--- src/logic/cpu_settings.svh ---
`ifndef CPU_SETTINGS_SVH
`define CPU_SETTINGS_SVH

// --------------------------------------------------
// Bus widths
// --------------------------------------------------
`define ADDR_WIDTH 16
`define DATA_WIDTH 8
`define REG_IDX_WIDTH 3

// --------------------------------------------------
// Register indices as encoded in the opcode fields
// --------------------------------------------------
`define REG_H 3'd4
`define REG_L 3'd5
`define REG_MEM 3'd6 // (HL) slot, no storage behind it
`define REG_A 3'd7

`define RESET_PC 16'h0000 // First fetch address

`endif

--- src/logic/cpuPkg.sv ---
`include "cpu_settings.svh"

package cpuPkg;

  // --------------------------------------------------
  // Vector types
  // --------------------------------------------------
  typedef logic [`ADDR_WIDTH-1:0] addrT;
  typedef logic [`DATA_WIDTH-1:0] byteT;
  typedef logic [`REG_IDX_WIDTH-1:0] regIdxT;

  // --------------------------------------------------
  // Operations handed from decode to execute
  // --------------------------------------------------
  typedef enum logic [2:0]
  {
    opNop,
    opLoadImm, // dst <- immediate
    opMove,    // dst <- src
    opAnd,     // A <- A & src
    opXor,
    opOr,
    opStore    // mem[HL] <- src
  } execOpT;

  // Decode FSM
  typedef enum logic [1:0]
  {
    decOpcode,
    decImmediate, // Waiting for the operand byte of LD r,n
    decHalted
  } decodeStateT;

endpackage

--- src/logic/cpuCore.sv ---
`include "cpu_settings.svh"

module cpuCore
  import cpuPkg::*;
(
  input  logic iClock,
  input  logic rstN,
  output addrT fetchAddr,
  output logic fetchEnable,
  input  byteT fetchData,
  output logic storeValid,
  output addrT storeAddr,
  output byteT storeData,
  output logic halted
);

  logic   fetchValid;
  logic   haltSeen;
  execOpT execOp;
  regIdxT dstIdx;
  regIdxT srcIdx;
  byteT   immediate;
  byteT   srcData;
  byteT   accData;
  addrT   hlAddr;
  logic   regWriteEnable;
  regIdxT regWriteIdx;
  byteT   regWriteData;

  // --------------------------------------------------
  // Pipeline stages
  // --------------------------------------------------
  fetchStage i_fetchStage (
    .iClock      (iClock),
    .rstN        (rstN),
    .haltSeen    (haltSeen),
    .fetchAddr   (fetchAddr),
    .fetchEnable (fetchEnable),
    .fetchValid  (fetchValid)
  );

  decodeStage i_decodeStage (
    .iClock     (iClock),
    .rstN       (rstN),
    .fetchValid (fetchValid),
    .fetchData  (fetchData),
    .haltSeen   (haltSeen),
    .halted     (halted),
    .execOp     (execOp),
    .dstIdx     (dstIdx),
    .srcIdx     (srcIdx),
    .immediate  (immediate)
  );

  executeStage i_executeStage (
    .iClock         (iClock),
    .rstN           (rstN),
    .execOp         (execOp),
    .dstIdx         (dstIdx),
    .srcIdx         (srcIdx),
    .immediate      (immediate),
    .srcData        (srcData),
    .accData        (accData),
    .hlAddr         (hlAddr),
    .regWriteEnable (regWriteEnable),
    .regWriteIdx    (regWriteIdx),
    .regWriteData   (regWriteData),
    .storeValid     (storeValid),
    .storeAddr      (storeAddr),
    .storeData      (storeData)
  );

  // Port B always reads the accumulator
  regFile i_regFile (
    .iClock      (iClock),
    .rstN        (rstN),
    .readIdxA    (srcIdx),
    .readIdxB    (`REG_A),
    .readDataA   (srcData),
    .readDataB   (accData),
    .hlAddr      (hlAddr),
    .writeEnable (regWriteEnable),
    .writeIdx    (regWriteIdx),
    .writeData   (regWriteData)
  );

endmodule

--- src/logic/decodeStage.sv ---
`include "cpu_settings.svh"

module decodeStage
  import cpuPkg::*;
(
  input  logic   iClock,
  input  logic   rstN,
  input  logic   fetchValid,
  input  byteT   fetchData,
  output logic   haltSeen,
  output logic   halted,
  output execOpT execOp,
  output regIdxT dstIdx,
  output regIdxT srcIdx,
  output byteT   immediate
);

  localparam byteT haltOpcode = 8'h76;

  decodeStateT state;
  decodeStateT nextState;
  execOpT      nextOp;
  regIdxT      dstField;
  regIdxT      srcField;

  assign dstField = fetchData[5:3];
  assign srcField = fetchData[2:0];
  assign haltSeen = (state == decHalted);

  // --------------------------------------------------
  // Opcode classification
  // --------------------------------------------------
  always_comb
  begin
    nextOp    = opNop; // Bubble unless a byte completes an instruction
    nextState = state;
    if (fetchValid)
    begin
      case (state)
        decOpcode:
        begin
          if (fetchData == haltOpcode)
            nextState = decHalted;
          else
          begin
            case (fetchData[7:6])
              2'b00:
                if (srcField == 3'b110 && dstField != `REG_MEM)
                  nextState = decImmediate; // LD r,n
              2'b01:
                if (dstField == `REG_MEM && srcField != `REG_MEM)
                  nextOp = opStore; // LD (HL),r
                else if (dstField != `REG_MEM && srcField != `REG_MEM)
                  nextOp = opMove;
              2'b10:
                if (srcField != `REG_MEM)
                begin
                  case (dstField)
                    3'b100: nextOp = opAnd;
                    3'b101: nextOp = opXor;
                    3'b110: nextOp = opOr;
                    default: nextOp = opNop;
                  endcase
                end
              default: nextOp = opNop;
            endcase
          end
        end
        decImmediate:
        begin
          nextOp    = opLoadImm;
          nextState = decOpcode;
        end
        default: nextOp = opNop; // Halted, bytes are dropped
      endcase
    end
  end

  always_ff @(posedge iClock or negedge rstN)
  begin
    if (!rstN)
    begin
      state  <= decOpcode;
      execOp <= opNop;
      halted <= 1'b0;
    end
    else
    begin
      state  <= nextState;
      execOp <= nextOp;
      halted <= halted | haltSeen; // Sticky until reset
    end
  end

  // Operand fields
  always_ff @(posedge iClock)
  begin
    if (fetchValid && state == decOpcode)
    begin
      dstIdx <= dstField;
      srcIdx <= srcField;
    end
    if (fetchValid && state == decImmediate)
      immediate <= fetchData;
  end

endmodule

--- src/logic/executeStage.sv ---
`include "cpu_settings.svh"

module executeStage
  import cpuPkg::*;
(
  input  logic   iClock,
  input  logic   rstN,
  input  execOpT execOp,
  input  regIdxT dstIdx,
  input  regIdxT srcIdx,
  input  byteT   immediate,
  input  byteT   srcData,
  input  byteT   accData,
  input  addrT   hlAddr,
  output logic   regWriteEnable,
  output regIdxT regWriteIdx,
  output byteT   regWriteData,
  output logic   storeValid,
  output addrT   storeAddr,
  output byteT   storeData
);

  // --------------------------------------------------
  // Result select
  // --------------------------------------------------
  // Register writes land on the edge that ends this cycle
  always_comb
  begin
    regWriteEnable = 1'b1;
    regWriteIdx    = dstIdx;
    regWriteData   = srcData;
    case (execOp)
      opLoadImm:
        regWriteData = immediate;
      opMove:
        regWriteData = srcData;
      opAnd:
      begin
        regWriteIdx  = `REG_A;
        regWriteData = accData & srcData;
      end
      opXor:
      begin
        regWriteIdx  = `REG_A;
        regWriteData = accData ^ srcData;
      end
      opOr:
      begin
        regWriteIdx  = `REG_A;
        regWriteData = accData | srcData;
      end
      default:
        regWriteEnable = 1'b0; // opNop and opStore
    endcase
  end

  // --------------------------------------------------
  // Store port
  // --------------------------------------------------
  always_ff @(posedge iClock or negedge rstN)
  begin
    if (!rstN)
      storeValid <= 1'b0;
    else
      storeValid <= (execOp == opStore);
  end

  always_ff @(posedge iClock)
  begin
    if (execOp == opStore)
    begin
      storeAddr <= hlAddr; // H:L as it stands after the previous op
      storeData <= srcData;
    end
  end

endmodule

--- src/logic/fetchStage.sv ---
`include "cpu_settings.svh"

module fetchStage
  import cpuPkg::*;
(
  input  logic iClock,
  input  logic rstN,
  input  logic haltSeen,
  output addrT fetchAddr,
  output logic fetchEnable,
  output logic fetchValid
);

  // --------------------------------------------------
  // Program counter
  // --------------------------------------------------
  always_ff @(posedge iClock or negedge rstN)
  begin
    if (!rstN)
    begin
      fetchAddr   <= `RESET_PC;
      fetchEnable <= 1'b0;
    end
    else
    begin
      fetchEnable <= !haltSeen; // Stop reading once HALT is decoded
      if (fetchEnable && !haltSeen)
        fetchAddr <= fetchAddr + 1'b1;
    end
  end

  // Memory answers one cycle after the request
  always_ff @(posedge iClock or negedge rstN)
  begin
    if (!rstN)
      fetchValid <= 1'b0;
    else
      fetchValid <= fetchEnable;
  end

endmodule

--- src/logic/regFile.sv ---
`include "cpu_settings.svh"

module regFile
  import cpuPkg::*;
(
  input  logic   iClock,
  input  logic   rstN,
  input  regIdxT readIdxA,
  input  regIdxT readIdxB,
  output byteT   readDataA,
  output byteT   readDataB,
  output addrT   hlAddr,
  input  logic   writeEnable,
  input  regIdxT writeIdx,
  input  byteT   writeData
);

  // B C D E H L - A, slot 6 never written and reads as zero
  byteT regs [0:7];

  always_ff @(posedge iClock or negedge rstN)
  begin
    if (!rstN)
    begin
      for (int i = 0; i < 8; i++)
        regs[i] <= '0;
    end
    else if (writeEnable && writeIdx != `REG_MEM)
      regs[writeIdx] <= writeData;
  end

  // --------------------------------------------------
  // Combinational reads
  // --------------------------------------------------
  assign readDataA = regs[readIdxA];
  assign readDataB = regs[readIdxB];
  assign hlAddr    = {regs[`REG_H], regs[`REG_L]}; // H is the high byte

endmodule

--- config.mk ---
export PLATFORM = sky130hd
export DESIGN_NAME = cpuCore
export DESIGN_NICKNAME = d
export VERILOG_FILES = /design/src/logic/cpuPkg.sv /design/src/logic/cpuCore.sv /design/src/logic/decodeStage.sv /design/src/logic/executeStage.sv /design/src/logic/fetchStage.sv /design/src/logic/regFile.sv
export VERILOG_INCLUDE_DIRS = /design/src /design/src/logic
export SDC_FILE = /design/constraint.sdc
export NUM_CORES = 1
export LEC_CHECK = 0
export BUFFER_PORTS_ARGS = -buffer_cell sky130_fd_sc_hd__clkbuf_2
export CAP_MARGIN = 20
export CORE_MARGIN = 3
export CORE_UTILIZATION = 45
export DETAILED_ROUTE_END_ITERATION = 8
export SYNTH_ARGS = -nofsm -noshare
export SYNTH_HDL_FRONTEND = slang
export SYNTH_HIERARCHICAL = 1
export SYNTH_SLANG_ARGS = --single-unit
--- constraint.sdc ---
create_clock -name iClock -period 3.98 [get_ports iClock]
set_input_delay 0.199 -clock iClock [delete_from_list [all_inputs] [get_ports iClock]]
set_output_delay 0.199 -clock iClock [all_outputs]
set_load 0.005 [all_outputs]
==> results of run 1 <==
metrics by stage:
step | setup WS (ns) | power [mW] | cell area [um2] | cells | hold WS, ns
6_report | 1.05 | 4.95 | 7560 | 678 | 0.0264
5_1_grt | 0.923 | 5.25 | 7560 | 678 | 0.0135
4_1_cts | 1.06 | 5.00 | 7560 | 678 | 0.00915
3_5_place_dp | 1.06 | 3.37 | 6900 | 644 | 0.255
3_3_place_gp | 1.11 | 3.30 | 6900 | 644 | 0.255
2_1_floorplan | 1.38 | 3.10 | 6630 | 446 | -0.0966
worst min-delay path by stage:
stage	startpoint	to	slack [ns]	cells after the start
after floorplan	rstN	i_decodeStage/execOp[0]	-0.1	0
after global placement	rstN	i_regFile/hlAddr[1]	0.25	1
after detailed placement	rstN	i_regFile/hlAddr[9]	0.26	1
after CTS	fetchData[7]	i_decodeStage/immediate[7]	0.009	1
after global routing	fetchData[0]	i_decodeStage/srcIdx[0]	0.01	1
final	fetchData[0]	i_decodeStage/immediate[0]	0.03	1
layer usage:
metal | up-vias | track usage | share of wire | wire [um]
li1 | 1722 | - | - | -
met4 | 0 | 0.0719 | 0.019 | 262
met5 | - | 0 | 0 | 0
met1 | 1976 | 0.230 | 0.42 | 5730
met2 | 84 | 0.298 | 0.51 | 6900
met3 | 21 | 0.0523 | 0.054 | 735
cell families after synthesis:
kind of cell	count (synthesis)	synth area share
buffers and inverters	70	0.0619
adder cells (fa/ha/maj)	20	0.0378
other	1	0.000566
multiplexers	112	0.260
XOR/XNOR	16	0.0211
AO/OA/AOI/OAI	28	0.0325
AND/OR/NAND/NOR	70	0.0774
flip-flops	127	0.508
power groups by stage:
stage	Clock [mW]	Combinational, mW	Sequential [mW]
2_1_floorplan	0	1.17	1.93
3_5_place_dp	0	1.33	2.04
3_3_place_gp	0	1.28	2.02
5_1_grt	1.70	1.49	2.07
6_report	1.60	1.33	2.02
4_1_cts	1.64	1.34	2.02
what timing repair did:
| action | CTS | global route |
|---|---|---|
| hold buffers | 2 | 0 |
| resized for setup | 0 | 0 |
| hold endpoints to repair | 49 | 0 |
Yosys cell counts (4+ instances only):
| master | number |
|---|---|
| a211o_1 | 4 |
| a21oi_1 | 4 |
| buf_2 | 8 |
| buf_4 | 17 |
| buf_6 | 4 |
| clkbuf_1 | 13 |
| dfrtp_1 | 89 |
| edfxtp_1 | 38 |
| ha_1 | 20 |
| inv_1 | 23 |
| mux2_2 | 75 |
| mux2i_1 | 4 |
| mux4_1 | 29 |
| nand2_1 | 10 |
| nand3_1 | 4 |
| nand4_1 | 4 |
| nor2_1 | 13 |
| nor2b_1 | 8 |
| o21ai_0 | 5 |
| xnor2_1 | 10 |
| xor2_1 | 6 |
sequential cells by signal, indices dropped and copies added, names as in the netlist:
signal / count
i_decodeStage/dstIdx: 3
i_decodeStage/immediate: 8
i_executeStage/storeData: 8
i_regFile/regs: 48
i_executeStage/storeValid: 1
i_executeStage/storeAddr: 16
i_decodeStage/halted: 1
i_fetchStage/fetchAddr: 16
i_decodeStage/srcIdx: 3
i_regFile/hlAddr: 16
i_decodeStage/state: 2
i_fetchStage/fetchValid: 1
i_fetchStage/fetchEnable: 1
i_decodeStage/execOp: 3
area by class of cell:
class	instances	area (um2)	area share
Clock buffer	26	573	0.0758
Clock inverter	6	61.3	0.00811
Inverter	23	86.3	0.0114
Sequential cell	127	3370	0.446
Timing Repair Buffer	67	380	0.0503
Multi-Input combinational cell	249	2860	0.379
Tap cell	180	225	0.0298
==> impl_metrics.ini, run 1 <==
[place]
port_buffers = 52
gp_congestion = 0.751
hpwlAfterDp_um = 9060

[synthesis]
yosysTopAreaCell = dfrtp_1
ys_ff_latch = 127
yosysSeqAreaShare = 0.508
syn-cell-area_um2 = 6630
avgSynthCellArea_um2 = 14.9
synthDistinctLibCells = 56
synth_ff_type = dfrtp_1
synth_top_cell_area_share = 0.336
yosys_warnings = 6
synth_edf_count = 38
async_flop_share = 0.701
yosys-top-cells-area = dfrtp_1, edfxtp_1, mux2_2, mux4_1, ha_1
syn_inst = 444

[setup_path]
critPathTopFamily = multiplexers
cp_max_fo = 16
crit_path_max_incr_delay_ns = 0.59
reg2reg_from = i_decodeStage/srcIdx[0]
crit_path_start = i_decodeStage/srcIdx[0]
reg2reg_slack_ns = 1.05
setup.worst_path.end_class = flop
crit_type = flop to flop
cp.required_ns = 4.27
crit_buf_inv = 2
worst_r2r_path_depth = 9
path_common_cell = mux2_2
start_kind = flop
worstPathCellList = buf_4 > mux4_1 > mux2_2 > inv_1 > ha_1 > nor2b_1 > nor3_1 > o21ai_0 > mux2_2
cp.arrival_ns = 3.22
reg2reg_to = i_regFile/regs[47]
slowest_stage = mux4_1
cp-endpoint = i_regFile/regs[47]
cp.depth = 9

[clock_network]
clock_path_buffers = 2
clock_latency_ns = 0.41
clockRootBuffer = clkbuf_16
clock_sinks = 127
clkSlewWorstSetupHoldPaths_ns = 0.06
cts_buffers = 17
htree_levels = 4
post_cts_buffers = 0
cts_tree = done

[pwr]
seqPwrFrac = 0.407
power.internal_mw = 3.53
peakVddDrop_v = 0.000258
p_sw_mw = 1.42
share_clk_of_total_power = 0.324
pwr-share-comb = 0.269
power.density_nw_per_um2 = 655
leakage_nw = 3.37
p_sw_frac = 0.287

[global_routing]
grt_pass1_vias = 4054
antenna_found_initial = 0
overflow = 0
grt_use_total = 0.182
grt_pass1_wl_um = 22100
grt_max_degree = 50

[detailed_routing]
via_count = 3803
drt-initial-drc-count = 167
dr.pass1.iters = 4
viasPerCell = 5.61
routedWlPerCell_um = 20.1
antenna_left = 0
drc = 0
drt_wl_total_um = 13600

[timing]
fin_crit_ns = 2.93
setup_tns_ns = 0
max_slew_margin = 0.491
rsz0062_at_grt = no
post-route-period-util = 0.736
hold_viol = 0
maxSlewViolCount = 0
setup_violations = 0
fmax_mhz = 341
tightestPinTransition_ns = 0.756
skew_ns = 0.00745

[cells_and_area]
syn_to_final_growth_pct = 14.1
antenna-diode-count = 0
drive_gt1_frac = 0.386
final_common_cell = dfrtp_1
most-common-layout-cells = dfrtp_1, mux2_2, clkbuf_2
final_util = 0.534
final_net_count = 515
fill_cells = 1175

[die]
core_um2 = 14100
ios = 53
rows = 43
die_h_um = 127
die_w_um = 127
die_area_um2 = 16200
start_util = 0.468

[worst_hold_path]
hold_class = input pin to flop

[outcome]
outcome = completed

[job]
drv_cap = 0
(Power assumes the default switching activity.)
==> run 2: changes to the inputs <==
- clock period: 3.98 -> 2.84 ns (I/O delays scaled with it)
==> impl_metrics.ini, run 2 (synthesis gave the netlist of run 1 again) <==
[cells_and_area]
antenna-diode-count = 0
drive_gt1_frac = 0.399
top_register = i_regFile/regs
largest_reg_flops = 48
fin_cells = 696
final_common_cell = dfrtp_1
fill_cells = 1145
most-common-layout-cells = dfrtp_1, mux2_2, clkbuf_2
final_util = 0.546
syn_to_final_growth_pct = 16.6
design_area_um2 = 7730
final_net_count = 533

[setup_path]
setup.worst_path.end_class = flop
reg2reg_from = i_decodeStage/srcIdx[0]
cp.required_ns = 3.13
slowest_stage = mux4_1
critPathTopFamily = multiplexers
worstPathCellList = buf_6 > mux4_1 > mux2_2 > ha_1 > mux2_2 > a221o_1 > mux2_2
cp_max_fo = 7
crit_buf_inv = 1
path_common_cell = mux2_2
reg2reg_slack_ns = 0.08
start_kind = flop
crit_type = flop to flop
crit_path_max_incr_delay_ns = 0.56
cp.arrival_ns = 3.06
reg2reg_to = i_regFile/regs[43]
worst_r2r_path_depth = 7

[global_routing]
grt_pass1_wl_um = 22800
grt_pass1_vias = 4128
overflow = 0
grt_use_total = 0.187
grt_max_degree = 58
antenna_found_initial = 0

[detailed_routing]
dr.pass1.iters = 4
via_count = 3829
viasPerCell = 5.50
drc = 0
drt-initial-drc-count = 175
antenna_left = 0
drt_wl_total_um = 14100
routedWlPerCell_um = 20.3

[die]
rows = 43
die_w_um = 127
core_um2 = 14100
die_area_um2 = 16200
die_h_um = 127
ios = 53
start_util = 0.468

[timing]
max_slew_margin = 0.487
setup_violations = 0
hold_viol = 0
tightestPinTransition_ns = 0.767
skew_ns = 0.00787
fmax_mhz = 362
setup_tns_ns = 0
fin_crit_ns = 2.76
maxSlewViolCount = 0
post-route-period-util = 0.973

[clock_network]
clockRootBuffer = clkbuf_16
clock_path_buffers = 2
clock_sinks = 127
clock_latency_ns = 0.41
cts_buffers = 17
clkSlewWorstSetupHoldPaths_ns = 0.06
cts_tree = done
htree_levels = 4

[worst_hold_path]
hold_class = input pin to flop
whs_path_depth = 1
hold_start = fetchData[3]
hold_path_end = i_decodeStage/immediate[3]

[pwr]
power.density_nw_per_um2 = 920
peakVddDrop_v = 0.000447
leakage_nw = 3.44

[place]
dp_cells = 655
hpwlAfterDp_um = 9610
place_area_um2 = 7000
port_buffers = 52
gp_congestion = 0.819

[outcome]
outcome = completed

[job]
drv_cap = 0
## run 2: cell types whose count changed in the layout (fill, tap and decap cells not counted), sizes merged
cell         change
buf             +13
clkbuf           -6
dlygate4sd3      +5
bufinv           +4
clkinv           +2
clkinvlp         +2
inv              -2
## run 2: how the worst max path moves through the flow
stage                                  startpoint                 end  slack (ns)  depth (start not counted)
after global routing      i_decodeStage/srcIdx[0]  i_regFile/regs[46]       -0.01                         10
after global placement    i_decodeStage/srcIdx[0]  i_regFile/regs[60]        0.10                          7
final                     i_decodeStage/srcIdx[0]  i_regFile/regs[43]        0.08                          7
after CTS                 i_decodeStage/srcIdx[0]  i_regFile/regs[57]        0.02                          8
after detailed placement  i_decodeStage/srcIdx[0]  i_regFile/regs[57]        0.04                          8
after floorplan           i_decodeStage/srcIdx[0]  i_regFile/regs[60]        0.24                          8
## run 2: area by class of cell
cell class                 instances  area (um2)  area share
sequential                       127        3370       0.436
clock inverter                    12         191      0.0248
tap                              180         225      0.0291
inverter                          23        86.3      0.0112
timing repair buffer              85         544      0.0704
clock buffer                      20         437      0.0565
multi-input combinational        249        2870       0.372
## run 2: what timing repair did
action / in CTS / in global routing
setup buffers: 0 / 2
setup endpoints to repair: 7 / 56
pin swaps: 0 / 3
gates cloned: 0 / 0
hold buffers: 7 / 0
resized for setup: 1 / 8
hold endpoints to repair: 65 / 0
## run 2: layer usage
metal  track usage  share of wire  up-vias
li1              -              -     1756
met1         0.237           0.43     1986
met2         0.316           0.52       74
met3        0.0485          0.039       13
met4        0.0593          0.013        0
met5             0              0        -
## run 2: worst register-to-register path: cells and delay by family (launching register included)
| kind | cells | cell delay [ns] |
|---|---|---|
| muxes | 4 | 1.45 |
| DFF | 1 | 0.41 |
| AOI/OAI and AO/OA | 1 | 0.40 |
| adders and majority gates | 1 | 0.21 |
| buffers and inverters | 1 | 0.17 |
## run 2: metrics by stage
step	setup WS (ns)	total power [mW]	hold slack (ns)
floorplan	0.236	4.34	-0.154
global placement	0.103	4.63	0.254
detailed placement	0.0360	4.74	0.270
CTS	0.0227	7.13	0.000745
global route	-0.00964	7.54	0.0105
finish	0.0771	7.11	0.0213
## run 2: where the power goes
group,switching (mW),leakage (nW),internal [mW]
sequential,0.389,1.47,2.42
clock,0.780,0.299,1.55
combinational,0.866,1.67,1.11
total,2.04,3.44,5.07
